===== src/verilog/token_engine_pkg.sv =====
// lane count, data widths and pass configuration types for the token engine
// every RTL block imports this package
`default_nettype none

package token_engine_pkg;

    localparam int NUM_LANES  = 4;
    localparam int DATA_W     = 32;
    localparam int ADDR_W     = 32;
    localparam int WORD_BYTES = 4;
    localparam int BYTE_W     = DATA_W / WORD_BYTES;  // 8 bit weights
    localparam int BYTE_IDX_W = $clog2(WORD_BYTES);

    typedef logic [$clog2(NUM_LANES)-1:0] lane_idx_t;
    typedef logic [DATA_W-1:0]            word_t;

    // word addresses, converted to bytes where the bus is driven
    typedef struct packed {
        logic [23:0] weight_base;
        logic [23:0] ifmap_base;
        logic [23:0] opsum_base;
        logic [7:0]  weight_words;
        logic [7:0]  ifmap_words;   // per lane
        logic [7:0]  opsum_words;   // per lane
        logic [7:0]  in_stride;     // words between lane rows
    } pass_cfg_t;

    typedef struct packed {
        logic              valid;
        logic [7:0]        pe_idx;  // running byte index over the pass
        logic [BYTE_W-1:0] data;
    } weight_beat_t;

    typedef enum logic [2:0] {
        ST_IDLE,
        ST_WEIGHT_LOAD,
        ST_FIFO_INIT,
        ST_STREAM,
        ST_DONE
    } pass_state_e;

    function automatic logic [ADDR_W-1:0] word2byte(input logic [ADDR_W-1:0] word_addr);
        return word_addr * ADDR_W'(WORD_BYTES);
    endfunction

endpackage

`default_nettype wire


===== src/verilog/glb_bus_pkg.sv =====
// Wishbone and internal GLB request/response types
// clients talk glb_req_t/glb_rsp_t, only the arbiter sees Wishbone
`default_nettype none

package glb_bus_pkg;

    import token_engine_pkg::*;

    // client 0 weight loader, 1..4 lane reads, 5..8 lane writes
    localparam int NUM_CLIENTS = 2 * NUM_LANES + 1;
    localparam int CLIENT_W    = $clog2(NUM_CLIENTS);

    typedef struct packed {
        logic              cyc;
        logic              stb;
        logic              we;
        logic [3:0]        sel;
        logic [ADDR_W-1:0] adr;
        logic [DATA_W-1:0] dat;
    } wb_m2s_t;

    typedef struct packed {
        logic              ack;
        logic [DATA_W-1:0] dat;
    } wb_s2m_t;

    typedef struct packed {
        logic              req;
        logic              we;
        logic [ADDR_W-1:0] adr;    // byte address
        logic [DATA_W-1:0] wdata;
    } glb_req_t;

    typedef struct packed {
        logic              ack;
        logic [DATA_W-1:0] rdata;
    } glb_rsp_t;

endpackage

`default_nettype wire


===== src/verilog/pass_sequencer.sv =====
// top-level pass FSM, steps one pass through weight load, fifo init and stream
// its state output gates the weight loader and the lane controllers
`timescale 1ns/1ps
`default_nettype none

module pass_sequencer
    import token_engine_pkg::*;
(
    input  logic                 clk,
    input  logic                 arst_n_i,
    input  logic                 pass_start_i,
    input  logic                 weight_done_i,
    input  logic [NUM_LANES-1:0] lane_done_i,
    output pass_state_e          state_o,
    output logic                 fifo_reset_o,
    output logic                 pass_done_o
);

    pass_state_e state_q;
    pass_state_e state_d;
    logic        lanes_done;

    assign lanes_done = &lane_done_i;  // all lanes fetched and wrote back

    always_comb begin
        state_d = state_q;
        case (state_q)
            ST_IDLE: begin
                if (pass_start_i) begin  // start only counts here
                    state_d = ST_WEIGHT_LOAD;
                end
            end
            ST_WEIGHT_LOAD: begin
                if (weight_done_i) begin
                    state_d = ST_FIFO_INIT;
                end
            end
            ST_FIFO_INIT: state_d = ST_STREAM;  // single cycle
            ST_STREAM: begin
                if (lanes_done) begin
                    state_d = ST_DONE;
                end
            end
            ST_DONE: state_d = ST_IDLE;
            default: state_d = ST_IDLE;
        endcase
    end

    always_ff @(posedge clk or negedge arst_n_i) begin
        if (!arst_n_i) begin
            state_q <= ST_IDLE;
        end else begin
            state_q <= state_d;
        end
    end

    assign state_o      = state_q;
    assign fifo_reset_o = (state_q == ST_FIFO_INIT);
    assign pass_done_o  = (state_q == ST_DONE);

endmodule

`default_nettype wire


===== src/verilog/weight_loader.sv =====
// weight load step, reads the weight block word by word from the GLB
// and hands each word's bytes to the PE array, lowest byte first
`timescale 1ns/1ps
`default_nettype none

module weight_loader
    import token_engine_pkg::*;
    import glb_bus_pkg::*;
(
    input  logic         clk,
    input  logic         arst_n_i,
    input  pass_state_e  state_i,
    input  pass_cfg_t    cfg_i,
    output glb_req_t     req_o,
    input  glb_rsp_t     rsp_i,
    output weight_beat_t weight_o,
    output logic         done_o
);

    logic                  active;
    logic                  started_q;
    logic                  req_q;
    logic                  emit_q;    // bytes of the held word going out
    logic                  done_q;
    logic [7:0]            word_cnt_q;
    logic [BYTE_IDX_W-1:0] byte_cnt_q;
    logic [7:0]            pe_idx_q;
    word_t                 shift_q;
    logic                  rd_ack;
    logic                  last_word;

    assign active    = (state_i == ST_WEIGHT_LOAD);
    assign rd_ack    = req_q & rsp_i.ack;
    assign last_word = (word_cnt_q == cfg_i.weight_words - 8'd1);

    always_ff @(posedge clk or negedge arst_n_i) begin
        if (!arst_n_i) begin
            started_q  <= 1'b0;
            req_q      <= 1'b0;
            emit_q     <= 1'b0;
            done_q     <= 1'b0;
            word_cnt_q <= '0;
            byte_cnt_q <= '0;
            pe_idx_q   <= '0;
        end else if (!active) begin
            started_q <= 1'b0;
            req_q     <= 1'b0;
            emit_q    <= 1'b0;
            done_q    <= 1'b0;
        end else begin
            done_q <= 1'b0;
            if (!started_q) begin
                // first cycle of the phase, read goes out next cycle
                started_q  <= 1'b1;
                word_cnt_q <= '0;
                pe_idx_q   <= '0;
                req_q      <= (cfg_i.weight_words != 8'd0);
                done_q     <= (cfg_i.weight_words == 8'd0);  // nothing to load
            end else if (rd_ack) begin
                req_q      <= 1'b0;
                emit_q     <= 1'b1;
                byte_cnt_q <= '0;
            end else if (emit_q) begin
                byte_cnt_q <= byte_cnt_q + 1'b1;
                pe_idx_q   <= pe_idx_q + 8'd1;
                if (byte_cnt_q == BYTE_IDX_W'(WORD_BYTES - 1)) begin
                    emit_q     <= 1'b0;
                    word_cnt_q <= word_cnt_q + 8'd1;
                    if (last_word) begin
                        done_q <= 1'b1;
                    end else begin
                        req_q <= 1'b1;  // fetch the next word
                    end
                end
            end
        end
    end

    always_ff @(posedge clk) begin
        if (rd_ack) begin
            shift_q <= rsp_i.rdata;
        end else if (emit_q) begin
            shift_q <= shift_q >> BYTE_W;
        end
    end

    always_comb begin
        req_o.req   = req_q;
        req_o.we    = 1'b0;
        req_o.adr   = word2byte(ADDR_W'(cfg_i.weight_base) + ADDR_W'(word_cnt_q));
        req_o.wdata = '0;
    end

    assign weight_o.valid  = emit_q;
    assign weight_o.pe_idx = pe_idx_q;
    assign weight_o.data   = shift_q[BYTE_W-1:0];
    assign done_o          = done_q;

endmodule

`default_nettype wire


===== src/verilog/lane_fifo_ctrl.sv =====
// per-lane stream control, fetches ifmap words into the lane FIFO
// and writes the opsum FIFO back to the GLB under full/empty back-pressure
`timescale 1ns/1ps
`default_nettype none

module lane_fifo_ctrl
    import token_engine_pkg::*;
    import glb_bus_pkg::*;
(
    input  logic        clk,
    input  logic        arst_n_i,
    input  lane_idx_t   lane_i,
    input  pass_state_e state_i,
    input  logic        fifo_reset_i,
    input  pass_cfg_t   cfg_i,
    output glb_req_t    rd_req_o,
    input  glb_rsp_t    rd_rsp_i,
    output glb_req_t    wr_req_o,
    input  glb_rsp_t    wr_rsp_i,
    input  logic        ifmap_full_i,
    output logic        ifmap_push_o,
    output word_t       ifmap_data_o,
    input  logic        opsum_empty_i,
    input  word_t       opsum_data_i,
    output logic        opsum_pop_o,
    output logic        done_o
);

    logic [ADDR_W-1:0] ifmap_lane_base;
    logic [ADDR_W-1:0] opsum_lane_base;
    logic              active;
    logic              rd_more;
    logic              wr_more;
    logic              rd_ack;
    logic              wr_ack;
    logic              rd_req_q;
    logic              wr_req_q;
    logic              push_q;
    logic              done_q;
    logic [7:0]        rd_cnt_q;  // acked ifmap reads
    logic [7:0]        wr_cnt_q;  // acked opsum writes
    word_t             push_data_q;
    word_t             wr_data_q;

    // lane row offsets in word units
    assign ifmap_lane_base = ADDR_W'(cfg_i.ifmap_base)
                           + ADDR_W'(lane_i) * ADDR_W'(cfg_i.in_stride);
    assign opsum_lane_base = ADDR_W'(cfg_i.opsum_base)
                           + ADDR_W'(lane_i) * ADDR_W'(cfg_i.opsum_words);

    assign active  = (state_i == ST_STREAM);
    assign rd_more = (rd_cnt_q != cfg_i.ifmap_words);
    assign wr_more = (wr_cnt_q != cfg_i.opsum_words);
    assign rd_ack  = rd_req_q & rd_rsp_i.ack;
    assign wr_ack  = wr_req_q & wr_rsp_i.ack;

    always_ff @(posedge clk or negedge arst_n_i) begin
        if (!arst_n_i) begin
            rd_req_q <= 1'b0;
            rd_cnt_q <= '0;
            push_q   <= 1'b0;
        end else if (fifo_reset_i) begin
            rd_req_q <= 1'b0;
            rd_cnt_q <= '0;
            push_q   <= 1'b0;
        end else begin
            push_q <= rd_ack;  // push one cycle after ack
            if (rd_ack) begin
                rd_req_q <= 1'b0;
                rd_cnt_q <= rd_cnt_q + 8'd1;
            end else if (active && !rd_req_q && !push_q && rd_more && !ifmap_full_i) begin
                // full flag is stale while a push is in flight
                rd_req_q <= 1'b1;
            end
        end
    end

    always_ff @(posedge clk or negedge arst_n_i) begin
        if (!arst_n_i) begin
            wr_req_q <= 1'b0;
            wr_cnt_q <= '0;
        end else if (fifo_reset_i) begin
            wr_req_q <= 1'b0;
            wr_cnt_q <= '0;
        end else if (wr_ack) begin
            wr_req_q <= 1'b0;
            wr_cnt_q <= wr_cnt_q + 8'd1;
        end else if (active && !wr_req_q && wr_more && !opsum_empty_i) begin
            wr_req_q <= 1'b1;
        end
    end

    // held until fifo reset of the next pass
    always_ff @(posedge clk or negedge arst_n_i) begin
        if (!arst_n_i) begin
            done_q <= 1'b0;
        end else if (fifo_reset_i) begin
            done_q <= 1'b0;
        end else if (active && !rd_more && !wr_more && !push_q) begin
            done_q <= 1'b1;
        end
    end

    always_ff @(posedge clk) begin
        if (rd_ack) begin
            push_data_q <= rd_rsp_i.rdata;
        end
        if (active && !wr_req_q && wr_more && !opsum_empty_i) begin
            wr_data_q <= opsum_data_i;  // fifo head, popped on ack
        end
    end

    always_comb begin
        rd_req_o.req   = rd_req_q;
        rd_req_o.we    = 1'b0;
        rd_req_o.adr   = word2byte(ifmap_lane_base + ADDR_W'(rd_cnt_q));
        rd_req_o.wdata = '0;
        wr_req_o.req   = wr_req_q;
        wr_req_o.we    = 1'b1;
        wr_req_o.adr   = word2byte(opsum_lane_base + ADDR_W'(wr_cnt_q));
        wr_req_o.wdata = wr_data_q;
    end

    assign ifmap_push_o = push_q;
    assign ifmap_data_o = push_data_q;
    assign opsum_pop_o  = wr_ack;
    assign done_o       = done_q;

endmodule

`default_nettype wire


===== src/verilog/glb_arbiter.sv =====
// round-robin arbiter that shares the single Wishbone classic master
// between the weight loader and the lane read/write clients
`timescale 1ns/1ps
`default_nettype none

module glb_arbiter
    import token_engine_pkg::*;
    import glb_bus_pkg::*;
(
    input  logic                       clk,
    input  logic                       arst_n_i,
    input  glb_req_t [NUM_CLIENTS-1:0] req_i,
    output glb_rsp_t [NUM_CLIENTS-1:0] rsp_o,
    output wb_m2s_t                    wb_o,
    input  wb_s2m_t                    wb_i
);

    logic                busy_q;    // wishbone cycle in progress
    logic [CLIENT_W-1:0] grant_q;   // also the rotation pointer
    logic                pick_found;
    logic [CLIENT_W-1:0] pick_idx;
    logic                lat_we_q;
    logic [ADDR_W-1:0]   lat_adr_q;
    word_t               lat_dat_q;

    // search starts one past the client served last
    always_comb begin
        int unsigned cand;
        pick_found = 1'b0;
        pick_idx   = grant_q;
        for (int k = 1; k <= NUM_CLIENTS; k++) begin
            cand = int'(grant_q) + k;
            if (cand >= NUM_CLIENTS) begin
                cand = cand - NUM_CLIENTS;
            end
            if (!pick_found && req_i[cand].req) begin
                pick_found = 1'b1;
                pick_idx   = CLIENT_W'(cand);
            end
        end
    end

    always_ff @(posedge clk or negedge arst_n_i) begin
        if (!arst_n_i) begin
            busy_q  <= 1'b0;
            grant_q <= CLIENT_W'(NUM_CLIENTS - 1);  // client 0 wins first
        end else if (busy_q) begin
            if (wb_i.ack) begin
                busy_q <= 1'b0;  // cyc low for at least one cycle
            end
        end else if (pick_found) begin
            busy_q  <= 1'b1;
            grant_q <= pick_idx;
        end
    end

    always_ff @(posedge clk) begin
        if (!busy_q && pick_found) begin
            lat_we_q  <= req_i[pick_idx].we;
            lat_adr_q <= req_i[pick_idx].adr;
            lat_dat_q <= req_i[pick_idx].wdata;
        end
    end

    always_comb begin
        wb_o.cyc = busy_q;
        wb_o.stb = busy_q;
        wb_o.we  = lat_we_q;
        wb_o.sel = '1;  // full word writes only
        wb_o.adr = lat_adr_q;
        wb_o.dat = lat_dat_q;
    end

    // ack and read data reach the granted client only
    always_comb begin
        for (int i = 0; i < NUM_CLIENTS; i++) begin
            if (grant_q == CLIENT_W'(i)) begin
                rsp_o[i].ack   = busy_q & wb_i.ack;
                rsp_o[i].rdata = wb_i.dat;
            end else begin
                rsp_o[i].ack   = 1'b0;
                rsp_o[i].rdata = '0;
            end
        end
    end

endmodule

`default_nettype wire


===== src/verilog/token_engine.sv =====
// token engine top, sequencer, weight loader, lane controllers and GLB arbiter
// GLB access goes out through one Wishbone classic master
`timescale 1ns/1ps
`default_nettype none

module token_engine
    import token_engine_pkg::*;
    import glb_bus_pkg::*;
(
    input  logic                  clk,
    input  logic                  arst_n_i,
    input  logic                  pass_start_i,
    output logic                  pass_done_o,
    input  pass_cfg_t             cfg_i,
    output wb_m2s_t               wb_o,
    input  wb_s2m_t               wb_i,
    output logic [NUM_LANES-1:0]  ifmap_push_o,
    output word_t [NUM_LANES-1:0] ifmap_data_o,
    input  logic [NUM_LANES-1:0]  ifmap_full_i,
    output logic [NUM_LANES-1:0]  opsum_pop_o,
    input  logic [NUM_LANES-1:0]  opsum_empty_i,
    input  word_t [NUM_LANES-1:0] opsum_data_i,
    output logic                  fifo_reset_o,
    output weight_beat_t          weight_o
);

    pass_state_e                state;
    logic                       weight_done;
    logic [NUM_LANES-1:0]       lane_done;
    glb_req_t [NUM_CLIENTS-1:0] client_req;
    glb_rsp_t [NUM_CLIENTS-1:0] client_rsp;

    pass_sequencer u_pass_sequencer (
        .clk           (clk),
        .arst_n_i      (arst_n_i),
        .pass_start_i  (pass_start_i),
        .weight_done_i (weight_done),
        .lane_done_i   (lane_done),
        .state_o       (state),
        .fifo_reset_o  (fifo_reset_o),
        .pass_done_o   (pass_done_o)
    );

    weight_loader u_weight_loader (
        .clk      (clk),
        .arst_n_i (arst_n_i),
        .state_i  (state),
        .cfg_i    (cfg_i),
        .req_o    (client_req[0]),
        .rsp_i    (client_rsp[0]),
        .weight_o (weight_o),
        .done_o   (weight_done)
    );

    // lane l reads on client 1+l, writes on client 1+NUM_LANES+l
    for (genvar l = 0; l < NUM_LANES; l++) begin : g_lane
        lane_fifo_ctrl u_lane_fifo_ctrl (
            .clk           (clk),
            .arst_n_i      (arst_n_i),
            .lane_i        (lane_idx_t'(l)),
            .state_i       (state),
            .fifo_reset_i  (fifo_reset_o),
            .cfg_i         (cfg_i),
            .rd_req_o      (client_req[1 + l]),
            .rd_rsp_i      (client_rsp[1 + l]),
            .wr_req_o      (client_req[1 + NUM_LANES + l]),
            .wr_rsp_i      (client_rsp[1 + NUM_LANES + l]),
            .ifmap_full_i  (ifmap_full_i[l]),
            .ifmap_push_o  (ifmap_push_o[l]),
            .ifmap_data_o  (ifmap_data_o[l]),
            .opsum_empty_i (opsum_empty_i[l]),
            .opsum_data_i  (opsum_data_i[l]),
            .opsum_pop_o   (opsum_pop_o[l]),
            .done_o        (lane_done[l])
        );
    end

    glb_arbiter u_glb_arbiter (
        .clk      (clk),
        .arst_n_i (arst_n_i),
        .req_i    (client_req),
        .rsp_o    (client_rsp),
        .wb_o     (wb_o),
        .wb_i     (wb_i)
    );

endmodule

`default_nettype wire


===== config.mk =====
export PLATFORM = sky130hd
export DESIGN_NAME = token_engine
export DESIGN_NICKNAME = d
export VERILOG_FILES = /design/src/verilog/token_engine_pkg.sv /design/src/verilog/glb_bus_pkg.sv /design/src/verilog/pass_sequencer.sv /design/src/verilog/weight_loader.sv /design/src/verilog/lane_fifo_ctrl.sv /design/src/verilog/glb_arbiter.sv /design/src/verilog/token_engine.sv
export SDC_FILE = /design/constraint.sdc
export NUM_CORES = 1
export LEC_CHECK = 0
export BUFFER_PORTS_ARGS = -buffer_cell sky130_fd_sc_hd__buf_2
export CELL_PAD_IN_SITES_DETAIL_PLACEMENT = 1
export CELL_PAD_IN_SITES_GLOBAL_PLACEMENT = 1
export CORE_ASPECT_RATIO = 1.5
export CORE_MARGIN = 1.5
export CORE_UTILIZATION = 45
export CTS_CLUSTER_DIAMETER = 100
export DETAILED_ROUTE_END_ITERATION = 12
export PLACE_DENSITY_LB_ADDON = 0.1
export REMOVE_ABC_BUFFERS = 1
export SLEW_MARGIN = 20
export SYNTH_ARGS = -nofsm -noshare
export SYNTH_HDL_FRONTEND = slang
export SYNTH_SLANG_ARGS = --single-unit

===== constraint.sdc =====
create_clock -name clk -period 8.5 [get_ports clk]
set_input_delay 0.425 -clock clk [delete_from_list [all_inputs] [get_ports clk]]
set_output_delay 0.425 -clock clk [all_outputs]
set_load 0.02 [all_outputs]

==> results of run 1 <==
-- cells in the final DEF (no fill, tap or decap), drive strengths merged, types with 17 or more instances in the layout --
cell type / synthesis / final
nor2: 306 / 306
a31oi: 22 / 22
nor2b: 33 / 33
dlygate4sd3: 0 / 114
o21a: 27 / 27
nand2: 280 / 280
fa: 29 / 29
or2: 18 / 18
a211oi: 33 / 33
o21ai: 152 / 152
a21oi: 190 / 190
edfxtp: 347 / 347
or3: 26 / 26
nand2b: 31 / 31
and2: 30 / 30
o21bai: 32 / 32
inv: 114 / 116
clkinv: 3 / 21
mux2i: 92 / 92
o211ai: 44 / 44
diode: 0 / 22
a21o: 42 / 42
mux2: 38 / 38
a2111oi: 17 / 17
ha: 154 / 154
and3: 173 / 173
dfrtp: 109 / 109
xnor2: 238 / 238
nor3: 73 / 73
nor4: 37 / 37
xor2: 201 / 201
clkbuf: 126 / 58
a21boi: 20 / 20
nand4: 51 / 51
nand3: 82 / 82
buf: 105 / 547
-- cell type report --
cell class	count	share of cell area, %
inverter	117	1.11
sequential	457	33.4
clock buffer	58	3.13
antenna	22	0.139
clock inverter	28	1.05
timing repair buffer	661	10.3
tap	992	3.14
multi-input combinational	2704	47.7
-- power breakdown --
group	total, mW	internal (mW)	switching [mW]
registers	3.58	3.22	0.359
logic	13.9	4.56	9.30
clock network	2.32	1.29	1.02
-- per-stage QoR --
| stage | setup WS (ns) | TNS [ns] | util, % | cells | instance area, sq um |
|---|---|---|---|---|---|
| 2_1_floorplan | -1.59 | -79.11 | - | 3278 | 32400 |
| 3_3_place_gp | 1.41 | 0 | 49.7 | 4816 | 36600 |
| 3_5_place_dp | 1.25 | 0 | 49.7 | 4816 | 36600 |
| 4_1_cts | 1.20 | 0 | 53.4 | 5016 | 39400 |
| 5_1_grt | 0.967 | 0 | 53.5 | 5034 | 39500 |
| 6_report | 1.06 | 0 | 53.6 | 5039 | 39500 |
-- registers in the layout (all words and copies together), names as in the netlist, 8 cells and up --
| register | count |
|---|---|
| u_weight_loader.pe_idx_q | 8 |
| g_lane.u_lane_fifo_ctrl.rd_cnt_q | 32 |
| g_lane.u_lane_fifo_ctrl.wr_data_q | 128 |
| u_weight_loader.word_cnt_q | 8 |
| u_weight_loader.shift_q | 32 |
| g_lane.u_lane_fifo_ctrl.ifmap_data_o | 128 |
| u_glb_arbiter.lat_adr_q | 26 |
| u_glb_arbiter.lat_dat_q | 32 |
| g_lane.u_lane_fifo_ctrl.wr_cnt_q | 32 |
-- synthesized netlist by cell type (92+ instances only) --
| cell type | n |
|---|---|
| and3_1 | 173 |
| xnor2_1 | 237 |
| inv_1 | 114 |
| o21ai_0 | 141 |
| clkbuf_1 | 125 |
| a21oi_1 | 185 |
| mux2i_1 | 92 |
| ha_1 | 154 |
| dfrtp_1 | 109 |
| edfxtp_1 | 347 |
| nand2_1 | 279 |
| nor2_1 | 305 |
| xor2_1 | 201 |
-- critical path, stage by stage, from the launching register on --
cell and delay [ns]:
dfrtp_2 0.91, inv_1 0.25, ha_1 0.96, clkinv_1 0.69
o21bai_1 0.58, nor2_1 0.09, nor4_1 0.25, nor4_1 0.16
a21oi_1 0.20, buf_4 0.22, nand3_1 0.18, a211oi_1 0.60
a21o_2 0.61, buf_4 0.48, mux2i_1 0.15, xnor2_1 0.36
a21oi_1 0.16, a211o_1 0.25
-- routing by layer --
layer | wire length, um | vias to the layer above
met5 | 117 | -
met4 | 10400 | 18
met3 | 7540 | 434
met2 | 72700 | 1189
met1 | 49900 | 15523
li1 | - | 13623
-- kinds of logic after synthesis --
| family | after synthesis | synth area share, % |
|---|---|---|
| fa+ha+maj | 186 | 7.58 |
| flops | 457 | 39.4 |
| mux | 132 | 4.18 |
| buf+inv | 348 | 4.71 |
| xor+xnor | 439 | 11.5 |
| simple gates | 1206 | 18.1 |
| compound gates | 730 | 14.6 |
| other cells | 2 | 0.0224 |
-- worst max-delay path by stage --
stage / startpoint / endpoint / cells past startpoint
after global placement: u_glb_arbiter.grant_q[0]$_DFFE_PN0P_ / u_glb_arbiter.lat_adr_q[17]$_DFFE_PP_ / 17
after global routing: u_glb_arbiter.grant_q[0]$_DFFE_PN0P_ / u_glb_arbiter.lat_adr_q[17]$_DFFE_PP_ / 17
after detailed placement: u_glb_arbiter.grant_q[0]$_DFFE_PN0P_ / u_glb_arbiter.lat_adr_q[17]$_DFFE_PP_ / 17
after CTS: u_glb_arbiter.grant_q[0]$_DFFE_PN0P_ / u_glb_arbiter.lat_adr_q[17]$_DFFE_PP_ / 17
final: u_glb_arbiter.grant_q[0]$_DFFE_PN0P_ / u_glb_arbiter.lat_adr_q[17]$_DFFE_PP_ / 17
after floorplan: u_glb_arbiter.grant_q[0]$_DFFE_PN0P_ / u_glb_arbiter.lat_adr_q[25]$_DFFE_PP_ / 16
==> impl_metrics.toml, run 1 <==
[outcome]
status = "complete, but fails checks"
violations = "hold timing"

[setup_path]
worstSetupPathType = "register to register"
reg2reg_slack_ns = 1.06
r2r-start = "u_glb_arbiter.grant_q[0]$_DFFE_PN0P_"
cp.required_ns = 8.87
timing.rr.end = "u_glb_arbiter.lat_adr_q[17]$_DFFE_PP_"
startpoint_type = "register"
reg2reg_depth = 17
cp_max_fo = 37
cp.arrival_ns = 7.81
worst_setup_path_end_kind = "register"

[detailed_routing]
route.detailed.drc = 0
routedWlPerCell_um = 27.9
drtIter0Drc = 2250
viasPerCell = 6.11
drt_wl_total_um = 141000
postRouteAntennaNets = 0
dr_total_vias = 30787
firstDrtPassIters = 5

[die]
die_height_um = 337
num_rows = 122
io_pins = 502
core-area_sq_um = 73700
initial_core_util_pct = 45.4
die_w_um = 226
die-area_sq_um = 76100

[cts]
clk_path_buf_depth = 3
root_buffer = "clkbuf_16"
cts_tree = "done"
clock_latency_ns = 0.62
hold_buffers = 114
clkTransAtPathRegs_ns = 0.07
post_cts_buffers = 0
post_cts_resized = 0
htreeDepth = 2
numCtsBuffers = 46
cts_sinks = 457

[logic_synthesis]
synth_edf_count = 347
synthCells = 3500
netlist.area_leader.share_pct = 31.1
ys_seq_area_share_pct = 39.4
postSynthAreaPerCell_sq_um = 9.56
ys_ff_latch = 457
yosysUniqueCellTypes = 107
syn_area_sq_um = 33500
synth_largest_area_cell = "edfxtp_1"
synth.area.top_cells = "edfxtp_1, dfrtp_1, xnor2_1"
synth_warnings = 0
synthArstFlopShare_pct = 24.1
synth-main-ff-cell = "edfxtp_1"

[global_route]
grt_pass1_wl_um = 204000
track_usage_pct = 35.9
use_met2_pct = 65.8
grt-busiest-layer = "met2"
use_met1_pct = 38.2
antenna_found_initial = 28
grt_pass1_vias = 32597
grt_max_degree = 100
grt_overflow = 0
use_met3_pct = 4.93

[sta]
whs_ns = -0.0356
fin_crit_sh_pct = 87.5
setup_viol = 0
clock.fmax_mhz = 134
tightestPinTransition_ns = 1.17
maxSlewHeadroom_pct = 21.4
slew_viol_final = 0
finalHoldViolCount = 17
period_minus_slack_ns = 7.44
skew_ns = 0.0199
rsz0062_at_grt = "false"

[run]
drv_cap = 0

[final_layout]
drive_gt1_share_pct = 18.0
areaGrowthSynthToFinish_pct = 18.0
nets = 4446
nFillCells = 8466
multi_input_area_sq_um = 18800
seq_area_sq_um = 13200

[pwr]
p_total_mw = 19.8
power.density_nw_per_um2 = 500
p_leak_nw = 16.7
vdd_ir_drop_max_mv = 0.858

[placement]
place_congestion = 0.979
port_buffers = 491
dp_hpwl_um = 101000

[hold_path]
hp-class = "input port to async pin"
(Power assumes the default switching activity.)
==> run 2, diff against run 1 <==
Settings changed: CORE_UTILIZATION 45 to 49, RECOVER_POWER from default to 25.
Clock period 8.5 ns to 9.6 ns, I/O delays scaled along.
==> run 2 against run 1 <==
Net effect:
- the run ends with capacitance limit, slew limit left
- worst hold slack improved by 0.071 ns
- setup slack improved by 1.3 ns
- cell area is 3.7% lower
- wire length shrank 2.0%
- die area down 8.1%
- register-to-register slack gained 1.3 ns
- critical path depth increased by 2
- sequential power fell by 12%
- via count decreased by 0.83%
- fmax is 3.1% higher
- sequential share of layout area increased by 1.3 points
==> impl_metrics.toml, run 2 (synthesis results as in run 1) <==
[pwr]
power.density_nw_per_um2 = 454
p_leak_nw = 15.8
vdd_ir_drop_max_mv = 0.662
p_total_mw = 17.3

[sta]
setup_viol = 0
rsz0062_at_grt = "false"
finalHoldViolCount = 0
slew_viol_final = 43
fin_tns_setup_ns = 0
skew_ns = 0.0312
whs_ns = 0.0356
fin_crit_sh_pct = 75.1
maxSlewHeadroom_pct = -60.3
period_minus_slack_ns = 7.21
clock.fmax_mhz = 139
fin_ws_ns = 2.39
tightestPinTransition_ns = 2.40

[global_route]
grt_pass1_wl_um = 202000
grt_max_degree = 102
grt_pass1_vias = 32681
grt_overflow = 0
antenna_found_initial = 32
track_usage_pct = 38.3

[die]
io_pins = 502
num_rows = 117
die_height_um = 323
die-area_sq_um = 69900
core-area_sq_um = 67800
initial_core_util_pct = 49.4
die_w_um = 216

[hold_path]
worstHoldPathCells = 1
hold_path.startpoint = "opsum_data_i[65]"
hp-class = "input port to register"
hold_end = "g_lane[2].u_lane_fifo_ctrl.wr_data_q[1]$_DFFE_PP_"

[final_layout]
stdcell_area_sq_um = 38000
final_core_util_pct = 56.1
nets = 4348
final_cell_mix = "buf_2, edfxtp_1, nor2_1, nand2_1, xnor2_1"
drive_gt1_share_pct = 15.1
areaGrowthSynthToFinish_pct = 13.6
fin_cells = 4840
final_common_cell = "buf_2"

[placement]
placed_cell_area_sq_um = 36600
port_buffers = 491
placement.setup.worst_slack_ns = 2.65
placed_cells = 4732
place_congestion = 1.04
dp_hpwl_um = 103000

[cts]
clock_latency_ns = 0.62
cts_tree = "done"
root_buffer = "clkbuf_16"
cts_sinks = 457
htreeDepth = 2
numCtsBuffers = 46
clk_path_buf_depth = 3
clkTransAtPathRegs_ns = 0.08
post_cts_resized = 0

[detailed_routing]
drt_wl_total_um = 138000
viasPerCell = 6.31
postRouteAntennaNets = 0
route.detailed.drc = 0
firstDrtPassIters = 5
routedWlPerCell_um = 28.5
drtIter0Drc = 2547
dr_total_vias = 30532

[setup_path]
worstSetupPathType = "register to register"
timing.rr.end = "u_glb_arbiter.lat_adr_q[15]$_DFFE_PP_"
worst_setup_path_end_kind = "register"
cp.arrival_ns = 7.56
r2r-start = "u_glb_arbiter.grant_q[0]$_DFFE_PN0P_"
path_buf_inv = 7
path_delay_family = "compound AO/OA/AOI/OAI gates"
reg2reg_slack_ns = 2.39
crit_cells = 19
cp_cell_sequence = "buf_4 > inv_1 > buf_4 > ha_1 > buf_4 > mux2_2 > a2111oi_0 > nor4_2 > buf_4 > a21oi_1 > buf_4 > a32oi_1 > a22oi_1 > nand4b_2 > nand2_4 > buf_12 > a2111oi_0 > a2111oi_0 > nand2_1"
cpMostUsedCell = "buf_4"
cp.required_ns = 9.95
startpoint_type = "register"
critical_path.max_stage_delay_ns = 0.96
cp_max_fo = 45
slowest_stage = "ha_1"
reg2reg_depth = 19

[run]
drv_cap = 1

[outcome]
status = "complete, but fails checks"
violations = "capacitance limit, slew limit"
## run 2: metal layers
| layer | GRT usage [%] | vias up | share of wire [%] |
|---|---|---|---|
| li1 | - | 13438 | - |
| met1 | 40.4 | 15324 | 35 |
| met2 | 69.2 | 1306 | 51 |
| met3 | 5.80 | 450 | 5.7 |
| met4 | 28.4 | 14 | 8.2 |
| met5 | 0 | - | 0.068 |
## run 2: timing repair
action / in CTS / in global routing
setup buffers: 0 / 0
hold endpoints to repair: 41 / 0
hold buffers: 1 / 0
## run 2: worst max path at each step
stage,startpoint,to,slack (ns)
after floorplan,u_glb_arbiter.grant_q[0]$_DFFE_PN0P_,u_glb_arbiter.lat_adr_q[25]$_DFFE_PP_,-0.49
after global routing,u_glb_arbiter.grant_q[0]$_DFFE_PN0P_,u_glb_arbiter.lat_adr_q[15]$_DFFE_PP_,2.29
after global placement,u_glb_arbiter.grant_q[0]$_DFFE_PN0P_,u_glb_arbiter.lat_adr_q[15]$_DFFE_PP_,2.58
after CTS,u_glb_arbiter.grant_q[0]$_DFFE_PN0P_,u_glb_arbiter.lat_adr_q[15]$_DFFE_PP_,2.64
after detailed placement,u_glb_arbiter.grant_q[0]$_DFFE_PN0P_,u_glb_arbiter.lat_adr_q[15]$_DFFE_PP_,2.65
final,u_glb_arbiter.grant_q[0]$_DFFE_PN0P_,u_glb_arbiter.lat_adr_q[15]$_DFFE_PP_,2.39
## run 2: worst register-to-register path, stage by stage (launching register included)
cell and delay [ns]:
dfrtp_2 0.34, buf_4 0.37, inv_1 0.11, buf_4 0.23, ha_1 0.96, buf_4 0.32
mux2_2 0.43, a2111oi_0 0.96, nor4_2 0.09, buf_4 0.21, a21oi_1 0.20, buf_4 0.22
a32oi_1 0.12, a22oi_1 0.36, nand4b_2 0.36, nand2_4 0.44, buf_12 0.36, a2111oi_0 0.18
a2111oi_0 0.57, nand2_1 0.12
## run 2: layout make-up
cell class / instances / area (sq um)
Fill cell: 7868 / 29800
Multi-Input combinational cell: 2704 / 18900
Sequential cell: 457 / 13200
Timing Repair Buffer: 563 / 2880
Clock buffer: 57 / 1210
Tap cell: 892 / 1120
Inverter: 117 / 439
Clock inverter: 25 / 283
Antenna cell: 25 / 62.6
## run 2: power by group
group / switching (mW) / internal (mW)
sequential: 0.309 / 2.85
clock: 0.855 / 1.04
combinational: 8.05 / 4.15
total: 9.22 / 8.04
